==> config.mk <==
export PLATFORM = sky130hd
export DESIGN_NAME = addr_decoder
export DESIGN_NICKNAME = d
export VERILOG_FILES = /design/src/source/periph_pkg.sv /design/src/source/addr_decoder.sv
export SDC_FILE = /design/constraint.sdc
export NUM_CORES = 1
export LEC_CHECK = 0
export BUFFER_PORTS_ARGS = -buffer_cell sky130_fd_sc_hd__buf_2
export CORE_AREA = 5 5 42 44
export DETAILED_ROUTE_END_ITERATION = 6
export DIE_AREA = 0 0 47 49
export PLACE_DENSITY = 0.47
export SYNTH_ARGS = -nofsm -noshare
export SYNTH_HDL_FRONTEND = slang
export SYNTH_SLANG_ARGS = --single-unit
==> constraint.sdc <==
create_clock -name vclk -period 3.2
set_input_delay 0.64 -clock vclk [all_inputs]
set_output_delay 0.64 -clock vclk [all_outputs]
set_load 0.1 [all_outputs]
==> src/source/periph_pkg.sv <==
package periph_pkg;

  //////////////////////////////
  // region map

  // one value per decoded region on the internal bus
  typedef enum logic [2:0] {
    REGION_RAM,
    REGION_LED,
    REGION_SWITCH,
    REGION_SEG,
    REGION_NONE     // unmapped
  } region_e;

  //////////////////////////////
  // axi response codes

  localparam logic [1:0] RESP_OKAY   = 2'b00;
  localparam logic [1:0] RESP_SLVERR = 2'b10;  // write to a read-only register
  localparam logic [1:0] RESP_DECERR = 2'b11;  // nothing lives at the address

  //////////////////////////////
  // address map

  // ram sits at 0 and grows upward, I/O window starts here
  localparam logic [31:0] IO_BASE = 32'h0000_1000;

  // byte offsets inside the I/O window
  localparam logic [11:0] LED_OFFSET    = 12'h000;
  localparam logic [11:0] SWITCH_OFFSET = 12'h004;  // read only
  localparam logic [11:0] SEG_OFFSET    = 12'h008;

endpackage

==> src/source/addr_decoder.sv <==
`timescale 1ns/1ps

module addr_decoder
  import periph_pkg::*;
#(
  parameter int RAM_WORDS = 256
) (
  input  logic [31:0] addr,
  output region_e     region
);

  // first byte past the end of the ram
  localparam logic [31:0] RAM_LIMIT = 32'(RAM_WORDS * 4);

  logic io_window;

  // page compare, the window is one 4 KiB page
  assign io_window = (addr[31:12] == IO_BASE[31:12]);

  always_comb begin
    region = REGION_NONE;
    if (addr < RAM_LIMIT) begin
      region = REGION_RAM;
    end else if (io_window) begin
      // only the exact register offsets are mapped
      case (addr[11:0])
        LED_OFFSET:    region = REGION_LED;
        SWITCH_OFFSET: region = REGION_SWITCH;
        SEG_OFFSET:    region = REGION_SEG;
        default:       region = REGION_NONE;
      endcase
    end
  end

endmodule

Word level (Yosys, flattened, before mapping)

Index checks and enable logic that the tools add are counted.

Equal/unequal tests: 3
Multiplexer cells: 3
$lt $le $gt $ge: 1
Reductions and logical operators: 1

Operators with widths:

| kind                   | number |
|---|---|
| $lt A32 B11 Y1 const B | 1 |
| $eq A20 B1 Y1 const B  | 1 |
| $eq A12 B3 Y1 const B  | 1 |
| $eq A12 B4 Y1 const B  | 1 |
| $logic_not A12 Y1      | 1 |
| $pmux W3 S3            | 1 |
| $mux W3                | 2 |

Word-level logic and storage cells: 8
Input port bits: 32
Register bits after elaboration: 0

Longest topological paths before layout

Depth after elaboration: 4
Gate-level depth with buffers: 3

Least setup slack after synthesis

OpenSTA, ideal clock, no wires.

Path kind: input to output
Start point: in addr[23]
End point: out region[0]
Stages on the path: 3
Data required time: 2.560 ns
Path buffers: 0
Slack: -0.595 ns
Arrival time: 3.155 ns
Cell sequence: nor4_1 > nand4_1 > nor3_1

Word-level cells in the longest chain between the ends: 3
Elaborated cells between the ends (all ways): 4

RTL lines:

| element                                                                | line               | RTL |
|---|---|---|
| from (decl)                                                            | addr_decoder.sv:8  | `input logic [31:0] addr,` |
| parallel branches: the longest is 2 deep, another holds $lt A32 B11 Y1 | -                  |  |
| $mux W3 *                                                              | addr_decoder.sv:22 | `if (addr < RAM_LIMIT) begin` |
| to (decl)                                                              | addr_decoder.sv:9  | `output region_e region` |

Every way passes the cells marked *.

Worst setup path in the final report

Start point: in addr[23]
End point: out region[1]

The elaborated chain is that of the path after synthesis.

==> metrics.md <==
| Metric | Value |
|---|---|
| Mean Syn Cell Area | `7.92 µm²` |
| Pin count of the biggest net entering global routing | `4` |
| Leakage | `0.156 nW` |
| Routed len/inst | `9.23 µm` |
| Vias per inst | `4.00` |
| Register area share after synthesis | `0` |
| Startpoint Class | `primary input` |
| Post-CTS Resized | `0` |
| Cells after Synth | `18` |
| # DRC | `0` |
| Post-route cell area | `338 µm²` |
| Routed Antenna Nets | `0` |
| CP Max Fanout | `3` |
| Starting density of the core | `0.102` |
| Tcrit/Tclk final | `0.779` |
| Crit path time final | `2.49 ns` |
| Yosys cell types | `11` |
| Most frequent cells in the layout | `35 x buf_2, 3 x nor4_1, 3 x nor3_1` |
| Clock buffers | `0` |
| Relative slew slack | `0.678` |
| Initial drt markers | `1` |
| Post-CTS setup buffer count | `0` |
| # Max-Cap Violations | `0` |
| CP Capture Type | `output port` |
| Final Slew Violations | `0` |
| Post-synth top area cell | `nor4_4` |
| Yosys warns | `0` |
| Peak supply drop | `19.5 µV` |
| Hold buffer count at cts | `0` |
| Routed WL | `637 µm` |
| Worst Setup SP | `addr[23]` |
| Antenna diodes | `0` |
| CP Capture Point | `region[1]` |
| Die Height | `49 µm` |
| Grt ovf | `0` |
| Final #Nets | `87` |
| Share of the synthesized area in the top cell type | `0.298` |
| RSZ-0062 raised after global routing | `no` |
| Mapped Area | `143 µm²` |
| Final hold slack | `1.72 ns` |
| Core ar. | `1400 µm²` |
| DR vias | `276` |
| Dpl cell area | `338 µm²` |
| Finished Core Util | `0.241` |
| Layout area overhead | `137%` |
| Die ar. | `2300 µm²` |
| Max Clock Freq | `401 MHz` |
| Pwr dens | `83.5 nW/µm²` |
| Final Hold Vio Count | `0` |
| Gpl congestion | `0.621` |
| Setup Viol. Count Final | `0` |
| Most area-consuming cells after synthesis | `nor4_4 30%, nor4_1 13%, nor3_1 11%, nand4_1 8.8%, nor4_2 8.8%` |
| Seq_cells | `0` |
| Synthesized Nets | `50` |
| DRT Pass-1 Iters | `2` |
| Register area | `0 µm²` |
| Setup ws final | `0.707 ns` |
| Vias in the first global route | `262` |
| Row count | `14` |
| CP Data Arrival Time | `1.85 ns` |
| Initial antenna violation count | `0` |
| First-pass GRT wire length | `917 µm` |
| Die X | `47 µm` |
| Commonest non-fill, non-tap cell in the layout | `buf_2` |
| Ports | `35` |
| Fillcell total | `172` |
| WS Path Type | `in -> out` |
| Setup WS pre-CTS | `0.673 ns` |
| Port bufs | `35` |
| Status | `completed` |
| Total track usage | `0.0498` |
| Share of layout cells above drive strength 1 | `0.717` |
| Min-Delay Path Class | `in -> out` |
| Worst-Margin Slew | `0.487 ns` |
| Worst Path Required | `2.56 ns` |
[cell usage after synthesis]
master and count:
nor3_1 3, nor4_1 3, nand2_1 2, nand4_1 2, nor4_4 2, a211o_1 1
nand3_1 1, nor2_1 1, nor3b_1 1, nor4_2 1, xnor2_1 1
[worst min-delay path by stage]
| stage | to | slack [ns] | cells past startpoint | startpoint |
|---|---|---|---|---|
| 2_1_floorplan | region[0] | 1.63 | 1 | addr[2] |
| 3_3_place_gp | region[0] | 1.72 | 3 | addr[2] |
| 3_5_place_dp | region[0] | 1.72 | 3 | addr[2] |
| 4_1_cts | region[0] | 1.72 | 3 | addr[2] |
| 5_1_grt | region[0] | 1.76 | 3 | addr[2] |
| 6_report | region[0] | 1.72 | 3 | addr[2] |
[metrics by stage]
stage	TNS, ns	power, mW	cells
after detailed placement	0	0.0285	69
after CTS	0	0.0286	69
after global routing	0	0.0312	69
after global placement	0	0.0280	69
after floorplan	-1.19	0.00520	18
final	0	0.0282	69
[power by group]
group | total [mW] | internal [mW] | switching [mW] | leakage, nW
clock network | 0 | 0 | 0 | 0
logic | 0.0282 | 0.0173 | 0.0109 | 0.156
registers | 0 | 0 | 0 | 0
total | 0.0282 | 0.0173 | 0.0109 | 0.156
[worst max-delay path, stage by stage]
cell and delay [ns]:
buf_2 0.09, nor4_1 0.28, nand4_1 0.18, nor3_1 0.20
buf_2 0.45
[cell families (layout without fill, tap and decap cells)]
group	after synthesis	in the layout	share of synthesized area
buffers and inverters	0	35	0
XOR/XNOR	1	1	0.0614
AND/OR/NAND/NOR	16	16	0.877
AO/OA/AOI/OAI	1	1	0.0614
[per-layer routing]
| metal | vias up | GRT usage | part of all wire |
|---|---|---|---|
| met2 | 16 | 0.0950 | 0.48 |
| met1 | 112 | 0.0630 | 0.36 |
| li1 | 148 | - | - |
| met4 | 0 | 0 | 0 |
| met3 | 0 | 0 | 0.15 |
| met5 | - | 0 | 0 |
[cell type report]
| class | count | area, µm² | area share |
|---|---|---|---|
| repair buffers | 35 | 175 | 0.519 |
| well taps | 16 | 20.0 | 0.0593 |
| multi-input cells | 18 | 143 | 0.422 |
Note: power is estimated with default switching activity, not from simulation.
