$ cat config.mk
export PLATFORM = sky130hd
export DESIGN_NAME = io_regs
export DESIGN_NICKNAME = d
export VERILOG_FILES = /design/src/source/periph_pkg.sv /design/src/source/io_regs.sv
export SDC_FILE = /design/constraint.sdc
export NUM_CORES = 1
export LEC_CHECK = 0
export BUFFER_PORTS_ARGS = -buffer_cell sky130_fd_sc_hd__buf_2
export CAP_MARGIN = 20
export CORE_MARGIN = 2
export CORE_UTILIZATION = 42
export DETAILED_ROUTE_END_ITERATION = 6
export PLACE_DENSITY = 0.71
export SLEW_MARGIN = 20
export SYNTH_ARGS = -nofsm -noshare
export SYNTH_HDL_FRONTEND = slang
export SYNTH_SLANG_ARGS = --single-unit
$ cat constraint.sdc
create_clock -name clk_100mhz -period 0.8 [get_ports clk_100mhz]
set_input_delay 0.04 -clock clk_100mhz [delete_from_list [all_inputs] [get_ports clk_100mhz]]
set_output_delay 0.04 -clock clk_100mhz [all_outputs]
set_load 0.03 [all_outputs]
$ cat src/source/periph_pkg.sv
package periph_pkg;

  //////////////////////////////
  // region map

  // one value per decoded region on the internal bus
  typedef enum logic [2:0] {
    REGION_RAM,
    REGION_LED,
    REGION_SWITCH,
    REGION_SEG,
    REGION_NONE     // unmapped
  } region_e;

  //////////////////////////////
  // axi response codes

  localparam logic [1:0] RESP_OKAY   = 2'b00;
  localparam logic [1:0] RESP_SLVERR = 2'b10;  // write to a read-only register
  localparam logic [1:0] RESP_DECERR = 2'b11;  // nothing lives at the address

  //////////////////////////////
  // address map

  // ram sits at 0 and grows upward, I/O window starts here
  localparam logic [31:0] IO_BASE = 32'h0000_1000;

  // byte offsets inside the I/O window
  localparam logic [11:0] LED_OFFSET    = 12'h000;
  localparam logic [11:0] SWITCH_OFFSET = 12'h004;  // read only
  localparam logic [11:0] SEG_OFFSET    = 12'h008;

endpackage

$ cat src/source/io_regs.sv
`timescale 1ns/1ps

module io_regs
  import periph_pkg::*;
(
  input  logic        clk_100mhz,
  input  logic        arst_n,
  input  logic        sel,
  input  logic [3:0]  wstrb,
  input  logic [31:0] addr,
  input  logic [31:0] wdata,
  input  logic [15:0] switch,
  output logic [31:0] rdata,
  output logic [15:0] led,
  output logic [31:0] seg_value
);

  logic        led_wr;
  logic        seg_wr;
  logic [15:0] switch_meta;  // first flop, may go metastable
  logic [15:0] switch_sync;

  // register select from address bits 3:2
  assign led_wr = sel && (addr[3:2] == LED_OFFSET[3:2]);
  assign seg_wr = sel && (addr[3:2] == SEG_OFFSET[3:2]);

  //////////////////////////////
  // writable registers and switch sync

  always_ff @(posedge clk_100mhz or negedge arst_n) begin
    if (!arst_n) begin
      led         <= '0;
      seg_value   <= '0;
      switch_meta <= '0;
      switch_sync <= '0;
    end else begin
      for (int lane = 0; lane < 2; lane++) begin
        if (led_wr && wstrb[lane]) begin
          led[8*lane +: 8] <= wdata[8*lane +: 8];
        end
      end
      for (int lane = 0; lane < 4; lane++) begin
        if (seg_wr && wstrb[lane]) begin
          seg_value[8*lane +: 8] <= wdata[8*lane +: 8];
        end
      end
      switch_meta <= switch;
      switch_sync <= switch_meta;
    end
  end

  // readback word, lines up with the ram read
  always_ff @(posedge clk_100mhz) begin
    case (addr[3:2])
      LED_OFFSET[3:2]:    rdata <= {16'h0000, led};
      SWITCH_OFFSET[3:2]: rdata <= {16'h0000, switch_sync};
      SEG_OFFSET[3:2]:    rdata <= seg_value;
      default:            rdata <= '0;
    endcase
  end

endmodule

-- Word level (Yosys, flattened, before mapping)
Index checks and enable logic that the tools add are counted.
- eq/ne operators: 2
- muxes and demuxes: 1
- reduce and logical (&&, ||, !) cells: 9
- operators with widths (kind ; count):
    $pmux W32 S3 ; 1
    $logic_and A1 B1 Y1 ; 8
    $eq A2 B1 Y1 const B ; 1
    $eq A2 B2 Y1 const B ; 1
    $logic_not A2 Y1 ; 1
- register bits: 112
- bits of input ports: 87
- output and inout bits: 80
- logic and storage cells: 21

-- Logic depth before layout (Yosys ltp)
- depth in word-level cells: 3
- gate-level depth with buffers: 4
- depth with buffers taken out: 2

-- Least setup slack after synthesis
OpenSTA, ideal clock, no wires.
- path kind: input -> register
- start point: input port sel
- end point: register led[0]
- setup time: 125 ps
- arrival time: 805 ps
- data required time: 675 ps
- slack: -130 ps
- stages: 4
- path buffers: 2
- cells stage by stage: buf_6 -> and4bb_1 -> buf_4 -> mux2_2
- longest elaborated chain between the ends: 2
- RTL lines (what ; line ; RTL):
    from (decl) ; io_regs.sv:8 ; input logic sel,
    $logic_and A1 B1 Y1 ; io_regs.sv:24 ; assign led_wr = sel && (addr[3:2] == LED_OFFSET[3:2]);
    $logic_and A1 B1 Y1 ; io_regs.sv:38 ; if (led_wr && wstrb[lane]) begin
    to (signal, indexed assignment) ; io_regs.sv:39 ; led[8*lane +: 8] <= wdata[8*lane +: 8];
    to (decl) ; io_regs.sv:14 ; output logic [15:0] led,
No other way between the ends.
A chain may end at the register's enable or synchronous reset.

-- Worst setup path after layout
- start point: register seg_value[25]
- end point: output port seg_value[25]
- RTL lines (what ; line ; RTL):
    from (decl) ; io_regs.sv:15 ; output logic [31:0] seg_value
    from (signal, indexed assignment) ; io_regs.sv:44 ; seg_value[8*lane +: 8] <= wdata[8*lane +: 8];
No word-level cell between the ends.

==> run_results.csv <==
group,metric,value,unit
status,status,"finished, violations left",
status,violations,"negative setup slack",
logic_synthesis,synthDominantAreaCellType,"sky130_fd_sc_hd__dfrtp_1",
pwr,ir_drop,1.35,mV
drt,drtIter0Drc,76,
drt,firstDrtPassIters,4,
global_routing,grt_pass1_vias,3146,
drt,drtAntennaViolNets,0,
pwr,leakage,0.00317,µW
logic_synthesis,synthTopCellsByArea,"sky130_fd_sc_hd__dfrtp_1 53%, sky130_fd_sc_hd__dfxtp_1 17%, sky130_fd_sc_hd__mux2_2 14%",
timing,timing.setup.tns,-15830,ps
global_routing,globalRoute.totalOverflow,0,
logic_synthesis,synthesis.nets,312,
logic_synthesis,yosysMostFrequentCell,"sky130_fd_sc_hd__dfrtp_1",
place,routability_driven_placement_congestion_ratio,0.795,
global_routing,global_route_wire_length_before_repair,16600,µm
timing,fin_crit_sh,124,%
die,die_height,98.8,µm
worst_setup_path,crit_path_max_incr_delay,450,ps
finish,antennaDiodeCount,0,
timing,setup_viol_count_final,139,
die,die-area,9760,µm²
worst_setup_path,crit_path_top_delay_cell,"sky130_fd_sc_hd__dfrtp_2",
place,numPortBuffers,136,
logic_synthesis,syn-cell-area,3770,µm²
worst_setup_path,timing.critical_path.fanout_max,3,
min_path,min_path_type,"in2async",
logic_synthesis,synthesis.yosys.warnings,0,
clocking,clock_sink_count,112,
logic_synthesis,post_synth_inst_count,225,
clocking,cts.root.buffer_cell,"sky130_fd_sc_hd__clkbuf_8",
run,cap_violations,0,
die,io-pin-count,167,
timing,maxSlewViolCount,0,
worst_setup_path,worstPathArrival,950,ps
timing,setup_slack,-191,ps
clocking,cts-buffers-inserted,9,
logic_synthesis,yosys_most_used_dff,"sky130_fd_sc_hd__dfrtp_1",
clocking,clk_pin_slew,110,ps
finish,area_growth_syn_to_layout,76.3,%
global_routing,grtUsageTotal,22.0,%
logic_synthesis,synth.top_cells.by_count,"80 x sky130_fd_sc_hd__dfrtp_1, 47 x sky130_fd_sc_hd__mux2_2, 32 x sky130_fd_sc_hd__dfxtp_1",
drt,route.detailed.wl_per_inst,18.1,µm
logic_synthesis,netlist-cell-type-count,15,
logic_synthesis,synth_top_area_share,53.0,%
drt,vias_per_cell,4.73,
worst_setup_path,worstSetupEndpointType,"output port",
worst_setup_path,required_time_at_the_worst_slack_endpoint,760,ps
drt,routed-via-count,2753,
worst_setup_path,crit-reg2reg-launch,"led[7]",
logic_synthesis,asr_flop_ratio_synth,71.4,%
timing,count_of_endpoints_failing_hold_in_the_final_timing_report,0,
place,dp_hpwl,6010,µm
finish,num-nets-final,556,
timing,tightestPinTransition,283,ps
global_routing,grt_antenna_before_repair,0,
die,rows,34,
drt,post-route-drc-count,0,
die,chipWidth,98.8,µm
timing,rsz0062_at_grt,"yes",
clocking,clock_tree.htree_level_count,3,
logic_synthesis,post_synth_edffs,0,
worst_setup_path,critPathLaunchType,"register",
clocking,max-clock-path-buffers,2,
timing,fmax,1010,MHz
clocking,tritoncts_clock_tree,"yes",
worst_setup_path,cp_cell_sequence,"buf_6",
worst_setup_path,critical_path.startpoint,"seg_value[25]",
worst_setup_path,criticalPathCategory,"reg2out",
finish,final_core_utilization,76.3,%
clocking,worst_skew_pair.late_latency,360,ps
die,start_util,43.3,%
timing,period_needed,991,ps
logic_synthesis,postSynthRegisterBits,112,
pwr,power_density,2550,nW/µm²
global_routing,grt_start_max_net_pins,23,
die,core_region_area,8720,µm²
pwr,total_power_draw,17000,µW
finish,final_layout_size_suffix_gt1_share,72.6,%
drt,postRouteWirelength,10500,µm
worst_setup_path,worstPathBufferInverterCount,1,
worst_setup_path,cp_top_family,"flip-flops",
logic_synthesis,ys_seq_area_share,70.0,%
logic_synthesis,synth.avg_cell_area,16.8,µm²
timing,clock-skew-final,15.2,ps
timing,slew-limit-headroom,81.1,%
## path summary, 6_finish.rpt
path                            cells past startpoint              to  slack, ps
worst max register to register                      3        rdata[7]       -140
worst max-delay path                                1   seg_value[25]       -190
worst min register to register                      0  switch_sync[6]        360
min in group clk_100mhz                             3       rdata[15]        160
worst min-delay path                                2   seg_value[23]        100
max in group asynchronous                           3   seg_value[28]        250
## area by class of cell
type                            count  area, µm²
Clock buffer                        9        124
Clock inverter                      7        101
Fill cell                         517       2060
Multi-Input combinational cell    103       1280
Sequential cell                   112       2730
Tap cell                          108        135
Timing Repair Buffer              243       2290
## cell families (layout without fill, tap and decap cells)
logic type      Yosys count  in the layout  synth area share, %
compound gates           16             16                 3.71
mux                      64             64                 18.7
buf+inv                  10            259                 1.82
simple gates             23             23                 5.80
flops                   112            112                 70.0
## report_power, final
| part | switching [µW] | internal (µW) | total, µW |
|---|---|---|---|
| clock network | 1940 | 1800 | 3740 |
| registers | 692 | 6570 | 7260 |
| logic | 2680 | 3290 | 5970 |
## metal layers
| layer | track usage [%] | vias up | share of wire [%] |
|---|---|---|---|
| met5 | 0 | - | 0 |
| met2 | 39.8 | 80 | 55 |
| met1 | 26.1 | 1383 | 39 |
| met3 | 4.47 | 22 | 3.4 |
| met4 | 7.17 | 0 | 2.3 |
| li1 | - | 1268 | - |
## cell usage in the layout (no fill, tap or decap), drive strengths merged, types with 4 or more instances in the layout
master / count
o2bb2ai: 16
and2: 16
buf: 194
clkbuf: 9
mux2: 48
nand4b: 4
dlygate4sd3: 49
dfxtp: 32
mux2i: 16
dfrtp: 80
## stage by stage
stage	hold slack (ps)	area (µm²)	cells	setup WS [ps]
6_report	97.1	6660	582	-191
3_5_place_dp	-56.7	4840	478	-350
5_1_grt	95.2	6660	582	-234
4_1_cts	79.3	6550	580	-211
3_3_place_gp	-57.6	4840	478	-335
2_1_floorplan	-256	3940	225	-110
## flip-flops by register name (all words and copies together), names as in the netlist
register and cells:
switch_meta 16, switch_sync 16, led 16, seg_value 32
rdata 32
## what timing repair did
item,CTS,global route
endpoints found under the hold margin,144,0
setup endpoints to repair,90,146
gates resized for setup,239,20
pin swaps,14,2
buffers inserted,37,2
hold buffers,49,0
(Power assumes the default switching activity.)
