`config.mk`:
```
export PLATFORM = sky130hd
export DESIGN_NAME = axil_slave_port
export DESIGN_NICKNAME = d
export VERILOG_FILES = /design/src/source/periph_pkg.sv /design/src/source/axil_slave_port.sv
export SDC_FILE = /design/constraint.sdc
export NUM_CORES = 1
export LEC_CHECK = 0
export ABC_AREA = 1
export CAP_MARGIN = 20
export CORE_AREA = 2 2 98 100
export DETAILED_ROUTE_END_ITERATION = 10
export DIE_AREA = 0 0 100 102
export DONT_BUFFER_PORTS = 1
export GPL_TIMING_DRIVEN = 1
export SLEW_MARGIN = 20
export SYNTH_ARGS = -nofsm -noshare
export SYNTH_HDL_FRONTEND = slang
export SYNTH_SLANG_ARGS = --single-unit
export TNS_END_PERCENT = 100
```
`constraint.sdc`:
```
create_clock -name clk_100mhz -period 4.3 [get_ports clk_100mhz]
set_input_delay 0.645 -clock clk_100mhz [delete_from_list [all_inputs] [get_ports clk_100mhz]]
set_output_delay 0.645 -clock clk_100mhz [all_outputs]
set_load 0.1 [all_outputs]
```
`src/source/periph_pkg.sv`:
```
package periph_pkg;

  //////////////////////////////
  // region map

  // one value per decoded region on the internal bus
  typedef enum logic [2:0] {
    REGION_RAM,
    REGION_LED,
    REGION_SWITCH,
    REGION_SEG,
    REGION_NONE     // unmapped
  } region_e;

  //////////////////////////////
  // axi response codes

  localparam logic [1:0] RESP_OKAY   = 2'b00;
  localparam logic [1:0] RESP_SLVERR = 2'b10;  // write to a read-only register
  localparam logic [1:0] RESP_DECERR = 2'b11;  // nothing lives at the address

  //////////////////////////////
  // address map

  // ram sits at 0 and grows upward, I/O window starts here
  localparam logic [31:0] IO_BASE = 32'h0000_1000;

  // byte offsets inside the I/O window
  localparam logic [11:0] LED_OFFSET    = 12'h000;
  localparam logic [11:0] SWITCH_OFFSET = 12'h004;  // read only
  localparam logic [11:0] SEG_OFFSET    = 12'h008;

endpackage

```
`src/source/axil_slave_port.sv`:
```
`timescale 1ns/1ps

module axil_slave_port
  import periph_pkg::*;
(
  input  logic        clk_100mhz,
  input  logic        arst_n,
  // write address
  input  logic        awvalid,
  output logic        awready,
  input  logic [31:0] awaddr,
  // write data
  input  logic        wvalid,
  output logic        wready,
  input  logic [31:0] wdata,
  input  logic [3:0]  wstrb,
  // write response
  output logic        bvalid,
  input  logic        bready,
  output logic [1:0]  bresp,
  // read address
  input  logic        arvalid,
  output logic        arready,
  input  logic [31:0] araddr,
  // read data
  output logic        rvalid,
  input  logic        rready,
  output logic [31:0] rdata,
  output logic [1:0]  rresp,
  // internal bus
  input  region_e     region,
  input  logic [31:0] bus_rdata,
  output logic [31:0] bus_addr,
  output logic [31:0] bus_wdata,
  output logic [3:0]  bus_wstrb,
  output logic        bus_rd
);

  localparam logic [2:0] ST_IDLE     = 3'd0;
  localparam logic [2:0] ST_WR_ISSUE = 3'd1;
  localparam logic [2:0] ST_WR_RESP  = 3'd2;
  localparam logic [2:0] ST_RD_ISSUE = 3'd3;
  localparam logic [2:0] ST_RD_RESP  = 3'd4;

  logic [2:0]  state;
  logic        aw_held;
  logic        w_held;
  logic        aw_fire;
  logic        w_fire;
  logic        ar_fire;
  logic        aw_have;   // address half here now or held
  logic        w_have;
  logic        wr_ok;     // region takes a write strobe
  logic        r_first;   // first cycle of rvalid
  logic [31:0] addr_q;
  logic [31:0] wdata_q;
  logic [3:0]  wstrb_q;
  logic [31:0] rdata_q;
  logic [1:0]  resp_q;

  //////////////////////////////
  // handshakes

  assign awready = (state == ST_IDLE) && !aw_held;
  assign wready  = (state == ST_IDLE) && !w_held;
  // reads wait while any write half is pending or arriving
  assign arready = (state == ST_IDLE) && !aw_held && !w_held && !awvalid && !wvalid;

  assign aw_fire = awvalid && awready;
  assign w_fire  = wvalid && wready;
  assign ar_fire = arvalid && arready;
  assign aw_have = aw_held || aw_fire;
  assign w_have  = w_held || w_fire;

  assign wr_ok = (region == REGION_RAM) || (region == REGION_LED) || (region == REGION_SEG);

  //////////////////////////////
  // sequencer

  always_ff @(posedge clk_100mhz or negedge arst_n) begin
    if (!arst_n) begin
      state   <= ST_IDLE;
      aw_held <= 1'b0;
      w_held  <= 1'b0;
      r_first <= 1'b0;
    end else begin
      r_first <= (state == ST_RD_ISSUE);
      case (state)
        ST_IDLE: begin
          if (aw_have && w_have) begin
            aw_held <= 1'b0;
            w_held  <= 1'b0;
            state   <= ST_WR_ISSUE;
          end else begin
            aw_held <= aw_have;
            w_held  <= w_have;
            if (ar_fire) begin
              state <= ST_RD_ISSUE;
            end
          end
        end
        ST_WR_ISSUE: state <= ST_WR_RESP;
        ST_WR_RESP:  if (bready) state <= ST_IDLE;
        ST_RD_ISSUE: state <= ST_RD_RESP;
        ST_RD_RESP:  if (rready) state <= ST_IDLE;
        default:     state <= ST_IDLE;
      endcase
    end
  end

  // captured request and response payload
  always_ff @(posedge clk_100mhz) begin
    if (aw_fire) begin
      addr_q <= awaddr;
    end else if (ar_fire) begin
      addr_q <= araddr;
    end
    if (w_fire) begin
      wdata_q <= wdata;
      wstrb_q <= wstrb;
    end
    if (state == ST_WR_ISSUE) begin
      if (region == REGION_NONE) begin
        resp_q <= RESP_DECERR;
      end else if (region == REGION_SWITCH) begin
        resp_q <= RESP_SLVERR;
      end else begin
        resp_q <= RESP_OKAY;
      end
    end
    if (state == ST_RD_ISSUE) begin
      resp_q <= (region == REGION_NONE) ? RESP_DECERR : RESP_OKAY;
    end
    if (r_first) begin
      rdata_q <= bus_rdata;  // freeze while the master stalls
    end
  end

  //////////////////////////////
  // outputs

  assign bus_addr  = addr_q;
  assign bus_wdata = wdata_q;
  assign bus_wstrb = (state == ST_WR_ISSUE && wr_ok) ? wstrb_q : 4'b0000;
  assign bus_rd    = (state == ST_RD_ISSUE);

  assign bvalid = (state == ST_WR_RESP);
  assign bresp  = resp_q;
  assign rvalid = (state == ST_RD_RESP);
  assign rresp  = resp_q;
  assign rdata  = r_first ? bus_rdata : rdata_q;

endmodule

```
# Word level (Yosys, flattened, before mapping)
# Cells that the tools add are included.
[totals]
inputBits = 142
out_inout_bits = 110
reg_bits = 108
elab_cells = 59
[op_classes]
reduce_logical = 23
n_eq_ne = 11
muxes = 16
[op_table]
columns = ["op", "n"]
rows = [
  ["2-to-1 mux 32 bit", 3],
  ["one-hot mux 3 bit (5 select lines)", 1],
  ["== test 3 x 2 -> 1 bit, second input constant", 4],
  ["2-to-1 mux 3 bit", 4],
  ["logical AND 1 bit", 10],
  ["2-to-1 mux 2 bit", 5],
  ["== test 3 x 1 -> 1 bit, second input constant", 2],
  ["== test 3 bit, second input constant", 2],
  ["zero test 3 bit", 2],
  ["zero test 1 bit", 4],
  ["logical OR 1 bit", 4],
  ["2-to-1 mux 4 bit", 1],
  ["!= test 2 x 1 -> 1 bit, second input constant", 2],
  ["nonzero test 2 bit", 2],
  ["!= test 3 x 2 -> 1 bit, second input constant", 1],
  ["AND reduction 3 bit", 1],
  ["2-to-1 mux 1 bit", 2],
]

# Depth between registers and ports, before layout
[depth]
word_depth = 9
depth_mapped = 8
depth_no_buf = 7

# Worst setup path before layout
# Ideal clock, no wire load.
[synth_path]
kind = "input -> register"
start = "input wvalid"
end = "register wdata_q[0], in the netlist bus_wdata[0], enable pin"
t_required_ns = 3.824
arrival_time_ns = 3.200
path_buffers = 0
setup_ns = 0.476
stages = 2
setup_slack_ns = 0.624
path_cell_list = "inv_1 > nor3_1"
[synth_between]
elab_chain_len = 1
[synth_rtl]
columns = ["element", "line_no", "source"]
rows = [
  ["start, declared", "axil_slave_port.sv:13", "input logic wvalid,"],
  ["logical AND 1 bit", "axil_slave_port.sv:70", "assign w_fire = wvalid && wready;"],
  ["via w_fire", "axil_slave_port.sv:49", "logic w_fire;"],
  ["end signal, assigned", "axil_slave_port.sv:119", "wdata_q <= wdata;"],
  ["end, declared", "axil_slave_port.sv:56", "logic [31:0] wdata_q;"],
]
# The timed path passes the listed nets, and every way through them passes these cells.
# A chain may end at the register's enable or synchronous reset.

# Worst setup path in the final report
[layout_path]
start = "register state[0]"
end = "output bus_wstrb[0]"
[layout_between]
elab_chain_len = 3
[layout_rtl]
columns = ["element", "line_no", "source"]
rows = [
  ["start, declared", "axil_slave_port.sv:45", "logic [2:0] state;"],
  ["start signal, assigned", "axil_slave_port.sv:82", "state <= ST_IDLE;"],
  ["start signal, assigned", "axil_slave_port.sv:93", "state <= ST_WR_ISSUE;"],
  ["start signal, assigned", "axil_slave_port.sv:98", "state <= ST_RD_ISSUE;"],
  ["== test 3 x 1 -> 1 bit", "axil_slave_port.sv:144", "assign bus_wstrb = (state == ST_WR_ISSUE && wr_ok) ? wstrb_q : 4'b0000;"],
  ["logical AND 1 bit", "axil_slave_port.sv:144", ""],
  ["2-to-1 mux 4 bit", "axil_slave_port.sv:144", ""],
  ["end, declared", "axil_slave_port.sv:35", "output logic [3:0] bus_wstrb,"],
]
# Every way passes these cells.

==> PnR_summary.wiki <==
{| class="wikitable"
! Metric !! Value
|-
| Share of the clock period used by the worst path after layout || 0.715
|-
| Final hold vios || 0
|-
| Total via count after detailed routing || 2215
|-
| Unrepaired setup endpoints after global routing || no
|-
| Final critical path time including I/O delays and setup || 3.07 ns
|-
| Total Die Area || 10200 um^2
|-
| Worst EP required || 3.65 ns
|-
| Synthesized area per cell || 12.9 um^2
|-
| DPL Wire Length || 6070 um
|-
| CP most frequent cell || nand2_1
|-
| Hold Path Origin || wdata[28]
|-
| Utilization after layout || 0.481
|-
| Final number of setup-violating endpoints || 0
|-
| Cell total after placement || 415
|-
| Type of the worst min-delay path || input pin to register
|-
| Result of the run || finished clean
|-
| Number of storage elements in the synthesis netlist || 108
|-
| Nets || 458
|-
| I/O pin count || 252
|-
| Vias in the first global route || 2144
|-
| Core region area || 9110 um^2
|-
| Setup TNS after final layout || 0 ns
|-
| Sum of overflow across all layers after global routing || 0
|-
| Slowest cell delay on critical path || 0.86 ns
|-
| Die Span X || 100 um
|-
| Initial DRC Count || 62
|-
| Vert. Die Dim || 102 um
|-
| Routed via count divided by cell count || 5.13
|-
| Area growth from synthesis to final layout || 10.2%
|-
| Worst-case clock skew || 0.0127 ns
|-
| Number of antenna diodes || 0
|-
| Crit Path Max Fanout || 4
|-
| Routed wire per std cell || 18.2 um
|-
| Largest net degree at the start of global routing || 38
|-
| CTS max path bufs || 2
|-
| Global placer's final weighted congestion || 0.824
|-
| Number of antenna violations at the first check in global routing || 1
|-
| Worst setup startpoint || state[0]
|-
| Max H-tree Level || 3
|-
| Cell family with the largest share of critical-path delay || simple AND/OR/NAND/NOR gates
|-
| Sequential-to-total area share from yosys stat || 0.727
|-
| Number of max-slew violations in the final report || 0
|-
| Final WL || 7860 um
|-
| Synthesized instance count || 309
|-
| Slew of the pin with the lowest slew margin || 1.10 ns
|-
| CP Launch Type || register
|-
| FMAX || 325 MHz
|-
| Standard cell with the maximum stage delay on the critical path || nor2_2
|-
| TritonCTS Buffers || 9
|-
| Synth cell types || 23
|-
| Critical Path, Cell by Cell || inv_1, nor2_1, nand2_1, a21oi_1, nand2_1, nor2_2
|-
| Mapped Area || 3980 um^2
|-
| Rows || 35
|-
| Fraction of final layout cells with drive strength greater than 1 || 0.206
|-
| Worst slew margin || 0.267
|-
| I/O Buffers || 0
|-
| Net count after synthesis || 451
|-
| CTS resizes || 0
|-
| Buffers inserted by post-CTS timing repair || 0
|-
| Number of iterations in the first detailed-routing pass || 4
|-
| Overall track demand over capacity in global routing || 0.152
|-
| Worst path arrival time || 2.43 ns
|-
| Number of sinks handled by clock tree synthesis || 108
|-
| Critical path start-end classification || register to output port
|-
| # DRC || 0
|-
| Number of warnings reported in the yosys synthesis log || 0
|-
| Latest clock arrival within the worst-skew pair || 0.36 ns
|-
| WP buf/inv || 1
|-
| Max capacitance violation total || 0
|-
| Cell at the root of the clock tree || clkbuf_8
|-
| Clock tree from TritonCTS || done
|-
| Count of non-filler cells in the finished layout || 432
|-
| Crit path capture type || output port
|-
| Clock transition at the registers of the reported paths || 0.10 ns
|-
| Initial Util || 0.437
|-
| Wire length of the first global-routing pass || 11500 um
|-
| Reg-to-reg critical path startpoint || state[0]
|-
| Number of nets with antenna violations after routing || 0
|}
## cells in the final DEF (no fill, tap or decap)
cell and instances:
nand2_1 108, edfxtp_1 70, dfxtp_1 32, mux2_2 30, inv_1 19, clkbuf_8 10
nor2_2 6, nand3_1 6, dfrtp_1 6, nor2_1 4, clkinv_4 3, nor3_2 3
buf_4 3, nor2_4 2, mux2_1 2, inv_6 2, buf_16 2, clkbuf_16 2
nand2_2 1, nand2_4 1, nor3_1 1, a21oi_1 1, nand4_1 1, o21bai_1 1
o22ai_1 1, o21ai_0 1, inv_4 1, clkinv_1 1, dlygate4sd3_1 1
## what timing repair did
| action | CTS | global route |
|---|---|---|
| setup endpoints to repair | 0 | 0 |
| hold buffers | 1 | 0 |
| endpoints found under the hold margin | 6 | 0 |
## layout make-up
cell class / instances / area (um^2)
fillers: 791 / 4720
flip-flops and latches: 108 / 2890
multi-input cells: 169 / 953
well taps: 111 / 139
clock buffers: 10 / 138
repair buffers: 8 / 138
inverters: 20 / 80.1
clock inverters: 6 / 45.0
## flip-flops by register name (all words and copies together) (netlist names)
signal / count
bus_wdata: 32
r_first: 1
state: 3
w_held: 1
bresp: 2
wstrb_q: 4
bus_addr: 32
aw_held: 1
rdata_q: 32
## through the flow
stage,area (um^2),hold slack [ns],worst slack (ns)
floorplan,3980,0.349,0.624
global placement,4190,0.350,1.66
CTS,4390,0.359,1.18
detailed placement,4190,0.350,1.59
global route,4390,0.348,1.06
finish,4390,0.377,1.23
## final timing paths
kind	slack [ns]	cells after the start	endpoint
max reg2reg	1.73	6	bus_addr[16]
min	0.38	0	bus_wdata[28]
max in group asynchronous	3.48	1	w_held
max	1.23	6	bus_wstrb[0]
min reg2reg	0.61	2	aw_held
min in group asynchronous	0.59	1	r_first
## Yosys cell counts (all sizes together)
cell type	count	area, um^2
nor3	4	20.0
clkinv	1	8.76
a21oi	1	5.00
buf	11	78.8
edfxtp	70	2100
mux2	32	360
o21ai	1	5.00
o21bai	1	7.51
inv	19	71.3
dfrtp	6	150
dfxtp	32	641
nand3	6	30.0
clkbuf	1	3.75
nand2	110	423
o22ai	1	6.26
nand4	1	6.26
nor2	12	60.1
## worst register-to-register path, delay by kind of cell, from the launching register on
family,cells,cell delay (ns)
buf+inv,1,0.37
simple gates,5,1.39
flops,1,0.46
## logic make-up (layout without fill, tap and decap cells)
group	after synthesis	in the layout	synth area share
and+or+nand+nor	133	133	0.136
muxes	32	32	0.0906
buffers and inverters	32	44	0.0409
AOI/OAI and AO/OA	4	4	0.00597
DFF	108	108	0.727
## metal layers
layer  GRT usage  up-vias  wire (um)
met5           0        -         16
met4      0.0685        2        165
met3      0.0834       17       1060
met2       0.258      162       4020
met1       0.155      994       2610
li1            -     1040          -
Power is left out: the tool's default activity adds up to more than one toggle a clock period on the data nets, which glitch-free logic cannot reach.
