### src/source/periph_pkg.sv
package periph_pkg;

  //////////////////////////////
  // region map

  // one value per decoded region on the internal bus
  typedef enum logic [2:0] {
    REGION_RAM,
    REGION_LED,
    REGION_SWITCH,
    REGION_SEG,
    REGION_NONE     // unmapped
  } region_e;

  //////////////////////////////
  // axi response codes

  localparam logic [1:0] RESP_OKAY   = 2'b00;
  localparam logic [1:0] RESP_SLVERR = 2'b10;  // write to a read-only register
  localparam logic [1:0] RESP_DECERR = 2'b11;  // nothing lives at the address

  //////////////////////////////
  // address map

  // ram sits at 0 and grows upward, I/O window starts here
  localparam logic [31:0] IO_BASE = 32'h0000_1000;

  // byte offsets inside the I/O window
  localparam logic [11:0] LED_OFFSET    = 12'h000;
  localparam logic [11:0] SWITCH_OFFSET = 12'h004;  // read only
  localparam logic [11:0] SEG_OFFSET    = 12'h008;

endpackage

### src/source/read_return.sv
`timescale 1ns/1ps

module read_return
  import periph_pkg::*;
(
  input  logic        clk_100mhz,
  input  logic        arst_n,
  input  logic        bus_rd,
  input  region_e     region,
  input  logic [31:0] ram_rdata,
  input  logic [31:0] io_rdata,
  output logic [31:0] rdata
);

  region_e region_q;  // region of the last read

  // capture on the read strobe, data arrives a cycle later
  always_ff @(posedge clk_100mhz or negedge arst_n) begin
    if (!arst_n) begin
      region_q <= REGION_NONE;
    end else if (bus_rd) begin
      region_q <= region;
    end
  end

  //////////////////////////////
  // return mux

  always_comb begin
    case (region_q)
      REGION_RAM: begin
        rdata = ram_rdata;
      end
      REGION_LED, REGION_SWITCH, REGION_SEG: begin
        rdata = io_rdata;
      end
      default: begin
        rdata = '0;  // unmapped reads return zero
      end
    endcase
  end

endmodule

### config.mk
export PLATFORM = sky130hd
export DESIGN_NAME = read_return
export DESIGN_NICKNAME = d
export VERILOG_FILES = /design/src/source/periph_pkg.sv /design/src/source/read_return.sv
export SDC_FILE = /design/constraint.sdc
export NUM_CORES = 1
export LEC_CHECK = 0
export ABC_AREA = 1
export BUFFER_PORTS_ARGS = -buffer_cell sky130_fd_sc_hd__buf_2
export CAP_MARGIN = 20
export CORE_MARGIN = 1
export CORE_UTILIZATION = 34
export DETAILED_ROUTE_END_ITERATION = 8
export PLACE_DENSITY = 0.93
export REMOVE_ABC_BUFFERS = 1
export SLEW_MARGIN = 40
export SYNTH_ARGS = -nofsm -noshare
export SYNTH_HDL_FRONTEND = slang
export SYNTH_SLANG_ARGS = --single-unit
### constraint.sdc
create_clock -name clk_100mhz -period 2.8 [get_ports clk_100mhz]
set_input_delay 0.56 -clock clk_100mhz [delete_from_list [all_inputs] [get_ports clk_100mhz]]
set_output_delay 0.56 -clock clk_100mhz [all_outputs]
set_load 0.01 [all_outputs]
# Word level (Yosys, flattened, before mapping)
# Cells that the tools add are included.
[totals] ff_bits=3 output_inout_bits=32
[classes] eq_ne=3 n_mux=1 n_reduce_logical=2
[op_table] op="32-bit case mux with 2 select lines" n=1
[op_table] op="3-bit by 2-bit equality test with 1-bit output (second input constant)" n=2
[op_table] op="3-bit by 1-bit equality test with 1-bit output (second input constant)" n=1
[op_table] op="3-bit zero test" n=1
[op_table] op="3-bit OR reduction" n=1

# Longest topological paths before layout
# Gate-level depths: netlist of the first run.
[logic_depth] depth_word=3 ltp_mapped=5 depth_no_buf=4

# Worst setup path after synthesis of the first run
# OpenSTA, ideal clock, no wires.
[synth_timing] path_kind="register to output" start="reg region_q[2]" end="out rdata[10]" arrival_time_ns=0.979 setup_slack_ns=1.261 stages_incl_launch_ff=6 path_buffers=2 path_cell_list="dfstp_2 inv_2 buf_6 buf_2 nand3_1 nand2_1"
[synth_between] elab_chain_len=3
[synth_lines] element="from (decl)" line_no="read_return.sv:15" text="region_e region_q;"
[synth_lines] element="from (signal assigned)" line_no="read_return.sv:22" text="region_q <= region;"
[synth_lines] element="3-bit by 1-bit equality test with 1-bit output / 3-bit by 2-bit equality test with 1-bit output (equally long branches)" line_no="read_return.sv:30" text="case (region_q)"
[synth_lines] element="3-bit OR reduction" line_no="read_return.sv:30"
[synth_lines] element="32-bit case mux with 2 select lines *" line_no="read_return.sv:30"
[synth_lines] element="to (decl)" line_no="read_return.sv:12" text="output logic [31:0] rdata"
# Mark *: on every way between the ends. The rest lies on a longest branch, timed or not.

# Worst setup path after layout of the first run
[layout_timing] start="reg region_q[2]" end="out rdata[4]"
# The elaborated chain is that of the path after synthesis.

==> results of run 1 <==
## layout by cell type (no fill, tap or decap)
master	netlist	final
dfstp_2	1	1
buf_4	6	2
o21ai_0	2	2
nand3_1	54	54
clkbuf_1	1	1
nand2_8	1	1
dfrtp_1	2	2
clkbuf_4	0	3
o21ai_1	1	1
nand2_1	35	35
nand3_2	10	10
nor2_4	1	1
buf_2	1	101
inv_2	3	3
## cells by family after synthesis
| logic type | Yosys count | share of synthesized area [%] |
|---|---|---|
| simple gates | 101 | 69.72 |
| buf+inv | 16 | 18.33 |
| flops | 3 | 9.985 |
| compound gates | 3 | 1.963 |
## how the worst min path moves through the flow
stage	end	depth (start not counted)
after CTS	region_q[1]	1
after global routing	region_q[1]	1
after detailed placement	region_q[0]	1
final	region_q[1]	1
after global placement	region_q[1]	1
after floorplan	region_q[0]	0
## power groups by stage
stage	clock network, W	logic (W)	registers (W)
detailed placement	0	0.000261	0.0000527
CTS	0.0000787	0.000262	0.0000522
finish	0.0000766	0.000260	0.0000522
global placement	0	0.000259	0.0000525
floorplan	0	0.000138	0.0000523
global route	0.0000804	0.000290	0.0000525
## routing by layer
layer / part of all wire, % / GRT usage, %
met5: 0 / 0
met4: 0.47 / 9.048
met3: 9.2 / 5.296
met2: 55 / 43.15
met1: 36 / 20.33
## through the flow
step	total power (W)	utilization, %	instance area (um^2)
3_5_place_dp	0.0003138	58.27	1190
2_1_floorplan	0.0001907	-	635.6
3_3_place_gp	0.0003115	58.27	1190
4_1_cts	0.0003931	59.56	1216
5_1_grt	0.0004227	59.56	1216
6_report	0.0003889	59.56	1216
## area by class of cell
| type | instances | area, um^2 | share of cell area [%] |
|---|---|---|---|
| Timing Repair Buffer | 103 | 520.5 | 42.80 |
| Sequential cell | 3 | 76.32 | 6.276 |
| Clock buffer | 4 | 26.28 | 2.160 |
| Inverter | 3 | 11.26 | 0.9259 |
| Multi-Input combinational cell | 104 | 548.0 | 45.06 |
| Tap cell | 27 | 33.78 | 2.778 |
==> flow_summary.ini, run 1 <==
[die]
pin_count = 102
die_h_um = 49.42
initial_utilization_pct = 37.44
row_count = 16
die-area_um2 = 2442
fp.dieW_um = 49.42
core_um2 = 2042

[cts]
cts_inserted_buffers = 3
clk_latency_ns = 0.23
cts-resized-gates = 0
tritoncts = yes
postCtsSetupBuffers = 0
clk_pin_slew_worst_paths_ns = 0.04
cts_hold_buf = 0
cts.path.max_buffers = 2
cts-root-buf = clkbuf_4
clkSinkCount = 3
h-tree-depth = 1

[synthesis]
synth_warnings = 0
synth-edff-count = 0
synth_top_area_share_pct = 35.35
synth_ff_type = dfrtp_1
synthesis.area_um2 = 764.5
ys_ff_latch = 3
synth_area_leaders = nand3_1, nand2_1, nand3_2
async_flop_share_pct = 100.0
yosysMostFrequentCell = nand3_1
synthTopCellsByCount = nand3_1, nand2_1, nand3_2
synth.largest_area_cell = nand3_1
synth-seq-area-share_pct = 9.984
postSynthAreaPerCell_um2 = 6.215
yosysUniqueCellTypes = 17
synthCells = 123

[timing]
setup_viol = 0
setup_slack_ns = 0.5783
fin_setup_tns_ns = 0
layout_min_cycle_time_ns = 2.222
worstMarginPinSlew_ns = 0.6474
skew_ns = 0
maxClockFrequency_ghz = 0.4501
fin_crit_sh_pct = 79.35
grt_setup_unrepaired = false
report.final.slew_viol_count = 0
holdWs_ns = 0.1112
hold_viol = 0
slew_headroom_pct = 56.74

[grt]
grt_pass1_wl_um = 4202
grt_max_degree = 34
grt_pass1_vias = 1061
overflow = 0
antenna_found_initial = 0
grt_use_total_pct = 21.59

[worst_setup_path]
r2r_cells = 3
critical_path.top_delay_family = buffers and inverters
crit_slowest_cell = inv_2
startpoint = region_q[2]
end_kind = output port
required_ns = 2.24
max_stage_delay_ns = 0.42
r2r_slack_ns = 1.55
regToRegStartpoint = region_q[2]
crit_path_start_kind = flip-flop
cp_cell_sequence = inv_2 -> buf_4 -> nand3_1 -> nand2_1 -> buf_2
timing.critical_path.to = rdata[4]
crit_buf_inv = 3
crit_fanout = 33
arrival_ns = 1.66
crit_type = flip-flop to output port
r2r_end = region_q[2]
cp_num_cells = 5

[power_and_ir_drop]
internal_power_w = 0.0002131
switching_share_pct = 45.21
seqPwrFrac_pct = 13.4
max-vdd-ir-drop_v = 0.0001863
clock_power_share_pct = 19.7
p_leak_nw = 0.7879
power.density_nw_per_um2 = 319.7
pwr-share-comb_pct = 66.9
switchingPower_w = 0.0001758

[layout]
final_nets = 288
largestRegisters = region_q: 3 flops
nFillCells = 216
fin_cells = 244
largest_reg_flops = 3
diodes = 0
area_delta_synth_final_pct = 59.08
top_register = region_q
drive_above_1_share_pct = 56.22

[routing]
drt_iter0_markers = 32
drc = 0
first_pass_iters = 4
wl_per_cell_um = 10.56
viasPerCell = 4.816
wirelength_um = 2577
antenna_left = 0
num_vias = 1175

[placed_design]
gp_congestion = 0.7809
place_inst = 240
place_ws_ns = 0.8485
dpl.hpwl_um = 1920
portBuffers = 101

[run]
cap_violations = 0

[run_status]
status = completed

[hold_path]
min_path_type = primary input to asynchronous set/reset pin
Note: power is estimated with default switching activity, not from simulation.
==> inputs of run 2 (changes only) <==
Settings changed: CORE_UTILIZATION 34 to 31, PLACE_DENSITY 0.93 to 0.86.
Clock period 2.8 ns to 2.1 ns, I/O delays scaled along.
==> run 2 against run 1 <==
  * Final cell count grew 0.41%
  * Clock skew is the same
  * Die area grew 9.3%
  * Non-clock buffer count is the same
  * Combinational power grew 35%
  * Largest power group unchanged
==> flow_summary.ini, run 2 (synthesis gave the netlist of run 1 again) <==
[worst_setup_path]
regToRegStartpoint = region_q[2]
r2r_slack_ns = 1.10
r2r_end = region_q[2]
arrival_ns = 1.44
crit_fanout = 65
end_kind = output port
required_ns = 1.68
r2r_cells = 2
max_stage_delay_ns = 0.43
startpoint = region_q[2]
crit_path_start_kind = flip-flop
cp_cell_sequence = inv_4 -> nand3_1 -> nand2_1 -> buf_2
crit_slowest_cell = inv_4
crit_type = flip-flop to output port

[hold_path]
hold_depth = 3
min_path_type = primary input to flip-flop
hold_path_end = region_q[2]
min_from = region[2]

[power_and_ir_drop]
power.density_nw_per_um2 = 422.3
seqPwrFrac_pct = 13.4
p_leak_nw = 0.7921
switchingPower_w = 0.0002326
pwr-share-comb_pct = 67.5
clock_power_share_pct = 19.1
max-vdd-ir-drop_v = 0.0003220
internal_power_w = 0.0002889
switching_share_pct = 44.60

[routing]
drc = 0
drt_iter0_markers = 15
viasPerCell = 4.657
wl_per_cell_um = 10.03
routed.top_layer = met3
first_pass_iters = 4
met1Wirelength_um = 990
wirelength_um = 2457
wl_met2_um = 1249
antenna_left = 0
num_vias = 1141
dr_wl_met3_um = 218

[layout]
largest_reg_flops = 3
final_cell_mix = buf_2, nand3_1, nand2_1
final_nets = 288
largestRegisters = region_q: 3 flops
area_delta_synth_final_pct = 61.54
diodes = 0
layout.cells.most_common = buf_2
drive_above_1_share_pct = 55.76
utilization_pct = 54.26
top_register = region_q

[timing]
slew_headroom_pct = 58.86
layout_min_cycle_time_ns = 1.856
fin_crit_sh_pct = 88.37
report.final.slew_viol_count = 0
hold_viol = 0
setup_viol = 0
fin_setup_tns_ns = 0
skew_ns = 0
grt_setup_unrepaired = false
maxClockFrequency_ghz = 0.5389
worstMarginPinSlew_ns = 0.6170

[cts]
clk_pin_slew_worst_paths_ns = 0.04
postCtsSetupBuffers = 0
h-tree-depth = 1
clkSinkCount = 3
clk_latency_ns = 0.23
cts.path.max_buffers = 2
cts_inserted_buffers = 3
tritoncts = yes
cts-root-buf = clkbuf_4

[grt]
antenna_found_initial = 0
grt_use_total_pct = 17.57
overflow = 0
grt_max_degree = 66
grt_pass1_vias = 923
grt_pass1_wl_um = 3712

[die]
row_count = 17
core_um2 = 2276
initial_utilization_pct = 33.59
die_h_um = 51.66
pin_count = 102
die-area_um2 = 2669
fp.dieW_um = 51.66

[placed_design]
dpl.hpwl_um = 1808
gp_congestion = 0.7289
portBuffers = 101

[run]
cap_violations = 0

[run_status]
status = completed
## run 2: changes by cell type in the layout (fill, tap and decap cells not counted)
cell           change
inv_4              +1
inv_2              -1
dlygate4sd3_1      +1
buf_4              -2
buf_12             +1
## run 2: worst max-delay path by stage
| stage | endpoint | slack [ns] | cells past startpoint |
|---|---|---|---|
| after floorplan | rdata[0] | 0.46 | 3 |
| after global placement | rdata[15] | 0.15 | 4 |
| after detailed placement | rdata[15] | 0.48 | 4 |
| after CTS | rdata[15] | 0.23 | 4 |
| after global routing | rdata[4] | 0.12 | 4 |
| final | rdata[15] | 0.24 | 4 |
## run 2: power by group through the flow
stage               clock [W]  sequential (W)  combinational, W
global placement            0       0.0000699          0.000348
detailed placement          0       0.0000707          0.000352
floorplan                   0       0.0000697          0.000185
finish              0.0000997       0.0000700          0.000352
CTS                  0.000103       0.0000700          0.000355
global route         0.000116       0.0000707          0.000393
## run 2: area by class of cell
cell class | instances | area (um^2)
clock buffers | 4 | 26.28
fillers | 236 | 1041
inverters | 3 | 13.76
multi-input cells | 104 | 548.0
flip-flops and latches | 3 | 76.32
well taps | 28 | 35.03
repair buffers | 103 | 535.5
## run 2: worst max-delay path, delay by kind of cell (launching register included)
family	cells	cell delay, ns
DFF	1	0.36
buffers and inverters	2	0.55
and+or+nand+nor	2	0.28
## run 2: routing by layer
metal  up-vias  track usage [%]
met3         0            2.924
met5         -                0
met1       479            18.74
met4         0            4.505
li1        610                -
met2        52            34.85
## run 2: metrics by stage
step | hold slack, ns | power [W] | cell area (um^2) | cells | worst slack (ns)
4_1_cts | 0.3917 | 0.0005280 | 1235 | 245 | 0.2327
3_5_place_dp | 0.2169 | 0.0004229 | 1199 | 240 | 0.4784
5_1_grt | 0.3954 | 0.0005800 | 1235 | 245 | 0.1161
2_1_floorplan | 0.1244 | 0.0002543 | 635.6 | 110 | 0.4618
6_report | 0.3953 | 0.0005216 | 1235 | 245 | 0.2443
3_3_place_gp | 0.2156 | 0.0004184 | 1196 | 240 | 0.1516
## run 2: what timing repair did
item                                   4_1_cts  5_1_grt
setup endpoints to repair                    0        0
gates resized for setup                      0        0
hold buffers                                 1        0
endpoints found under the hold margin        2        0
==> inputs of run 3 (changes only) <==
==> constraint.sdc (replaced) <==
create_clock -name clk_100mhz -period 2.1 [get_ports clk_100mhz]
set_input_delay 0.42 -clock clk_100mhz [delete_from_list [all_inputs] [get_ports clk_100mhz]]
set_output_delay 0.42 -clock clk_100mhz [all_outputs]
set_load 0.005 [all_outputs]
==> run 3 against run 2 <==
  * Clock power down 1%
  * Design area down 1.0%
  * Sequential power about the same
  * Critical endpoint is now rdata[3]
  * Core utilization is 0.55 points lower
==> flow_summary.ini, run 3 (synthesis gave the netlist of run 1 again) <==
[run_status]
status = completed

[power_and_ir_drop]
clock_power_share_pct = 20.4
power.density_nw_per_um2 = 396.1
internal_power_w = 0.0002820
switching_share_pct = 41.77
pwr-share-comb_pct = 65.1
seqPwrFrac_pct = 14.5
max-vdd-ir-drop_v = 0.0002639
p_leak_nw = 0.7880
switchingPower_w = 0.0002022

[worst_setup_path]
max_stage_delay_ns = 0.40
crit_buf_inv = 2
crit_slowest_cell = dfrtp_1
required_ns = 1.68
end_kind = output port
arrival_ns = 1.45
critical_path.top_delay_family = flip-flops
crit_type = flip-flop to output port
cp_cell_sequence = nor2_4 -> buf_4 -> nand3_1 -> nand2_1 -> buf_2
cp_num_cells = 5
r2r_cells = 2
crit_path_start_kind = flip-flop
crit_fanout = 27

[routing]
drt_iter0_markers = 12
drc = 0
wl_per_cell_um = 10.21
num_vias = 1180
viasPerCell = 4.816
first_pass_iters = 4
wirelength_um = 2501
antenna_left = 0

[timing]
fin_setup_tns_ns = 0
worstMarginPinSlew_ns = 0.6096
setup_viol = 0
slew_headroom_pct = 59.36
fin_crit_sh_pct = 88.89
skew_ns = 0
maxClockFrequency_ghz = 0.5357
hold_viol = 0
grt_setup_unrepaired = false
holdWs_ns = 0.3981
layout_min_cycle_time_ns = 1.867
report.final.slew_viol_count = 0

[cts]
cts.path.max_buffers = 2
cts_inserted_buffers = 3
clkSinkCount = 3
cts-resized-gates = 0
clk_latency_ns = 0.23
tritoncts = yes
cts-root-buf = clkbuf_4
h-tree-depth = 1
clk_pin_slew_worst_paths_ns = 0.04

[layout]
final_cell_mix = buf_2, nand3_1, nand2_1
largest_reg_flops = 3
nFillCells = 262
diodes = 0
layout.cells.most_common = buf_2
area_delta_synth_final_pct = 59.90
largestRegisters = region_q: 3 flops
drive_above_1_share_pct = 55.76
top_register = region_q
final_nets = 288

[placed_design]
gp_congestion = 0.7274
dpl.hpwl_um = 1837
portBuffers = 101

[die]
die-area_um2 = 2669
die_h_um = 51.66
pin_count = 102
row_count = 17
fp.dieW_um = 51.66
core_um2 = 2276
initial_utilization_pct = 33.59

[run]
cap_violations = 0

[hold_path]
min_path_type = primary input to flip-flop
hold_depth = 3

[grt]
grt_use_total_pct = 17.89
overflow = 0
grt_pass1_vias = 938
grt_pass1_wl_um = 3719
antenna_found_initial = 0
grt_max_degree = 66
## run 3: power by group through the flow
stage	registers, W	logic, W	clock network (W)
floorplan	0.0000697	0.000155	0
global placement	0.0000699	0.000312	0
detailed placement	0.0000711	0.000316	0
CTS	0.0000705	0.000318	0.000104
global route	0.0000707	0.000357	0.000112
finish	0.0000703	0.000315	0.0000987
## run 3: area by class of cell
class	instances	area [um^2]	share of cell area (%)
Inverter	3	13.76	1.126
Tap cell	28	35.03	2.866
Multi-Input combinational cell	104	548.0	44.83
Sequential cell	3	76.32	6.244
Clock buffer	4	26.28	2.149
Timing Repair Buffer	103	523.0	42.78
## run 3: worst register-to-register path: cells and delay by family (launching register included)
| kind | cells | cell delay (ns) |
|---|---|---|
| flops | 1 | 0.54 |
| buf+inv | 1 | 0.21 |
| compound gates | 1 | 0.22 |
## run 3: final timing paths
kind / startpoint / slack, ns / end
worst max-delay path: region_q[1] / 0.23 / rdata[3]
worst min-delay path: region[1] / 0.40 / region_q[1]
worst max register to register: region_q[2] / 1.06 / region_q[2]
worst min register to register: region_q[1] / 0.64 / region_q[1]
max in group asynchronous: arst_n / 1.39 / region_q[2]
min in group asynchronous: arst_n / 0.51 / region_q[1]
## run 3: what timing repair did
| item | 4_1_cts | 5_1_grt |
|---|---|---|
| hold buffers | 1 | 0 |
| endpoints found under the hold margin | 2 | 0 |
| setup buffers | 0 | 0 |
## run 3: per-stage QoR
stage / total power, W / std cells / setup WS [ns] / area [um^2] / util [%]
floorplan: 0.0002251 / 110 / 0.4940 / 635.6 / -
global placement: 0.0003822 / 240 / 0.1841 / 1184 / 52.01
detailed placement: 0.0003871 / 240 / 0.4620 / 1186 / 52.12
CTS: 0.0004933 / 245 / 0.2063 / 1222 / 53.71
global route: 0.0005400 / 245 / 0.1192 / 1222 / 53.71
finish: 0.0004842 / 245 / 0.2333 / 1222 / 53.71
## run 3: layer usage
metal | track usage (%) | vias up | wire (um)
li1 | - | 611 | -
met1 | 17.02 | 509 | 950
met2 | 37.88 | 60 | 1331
met3 | 2.632 | 0 | 220
met4 | 5.405 | 0 | 0
met5 | 0 | - | 0
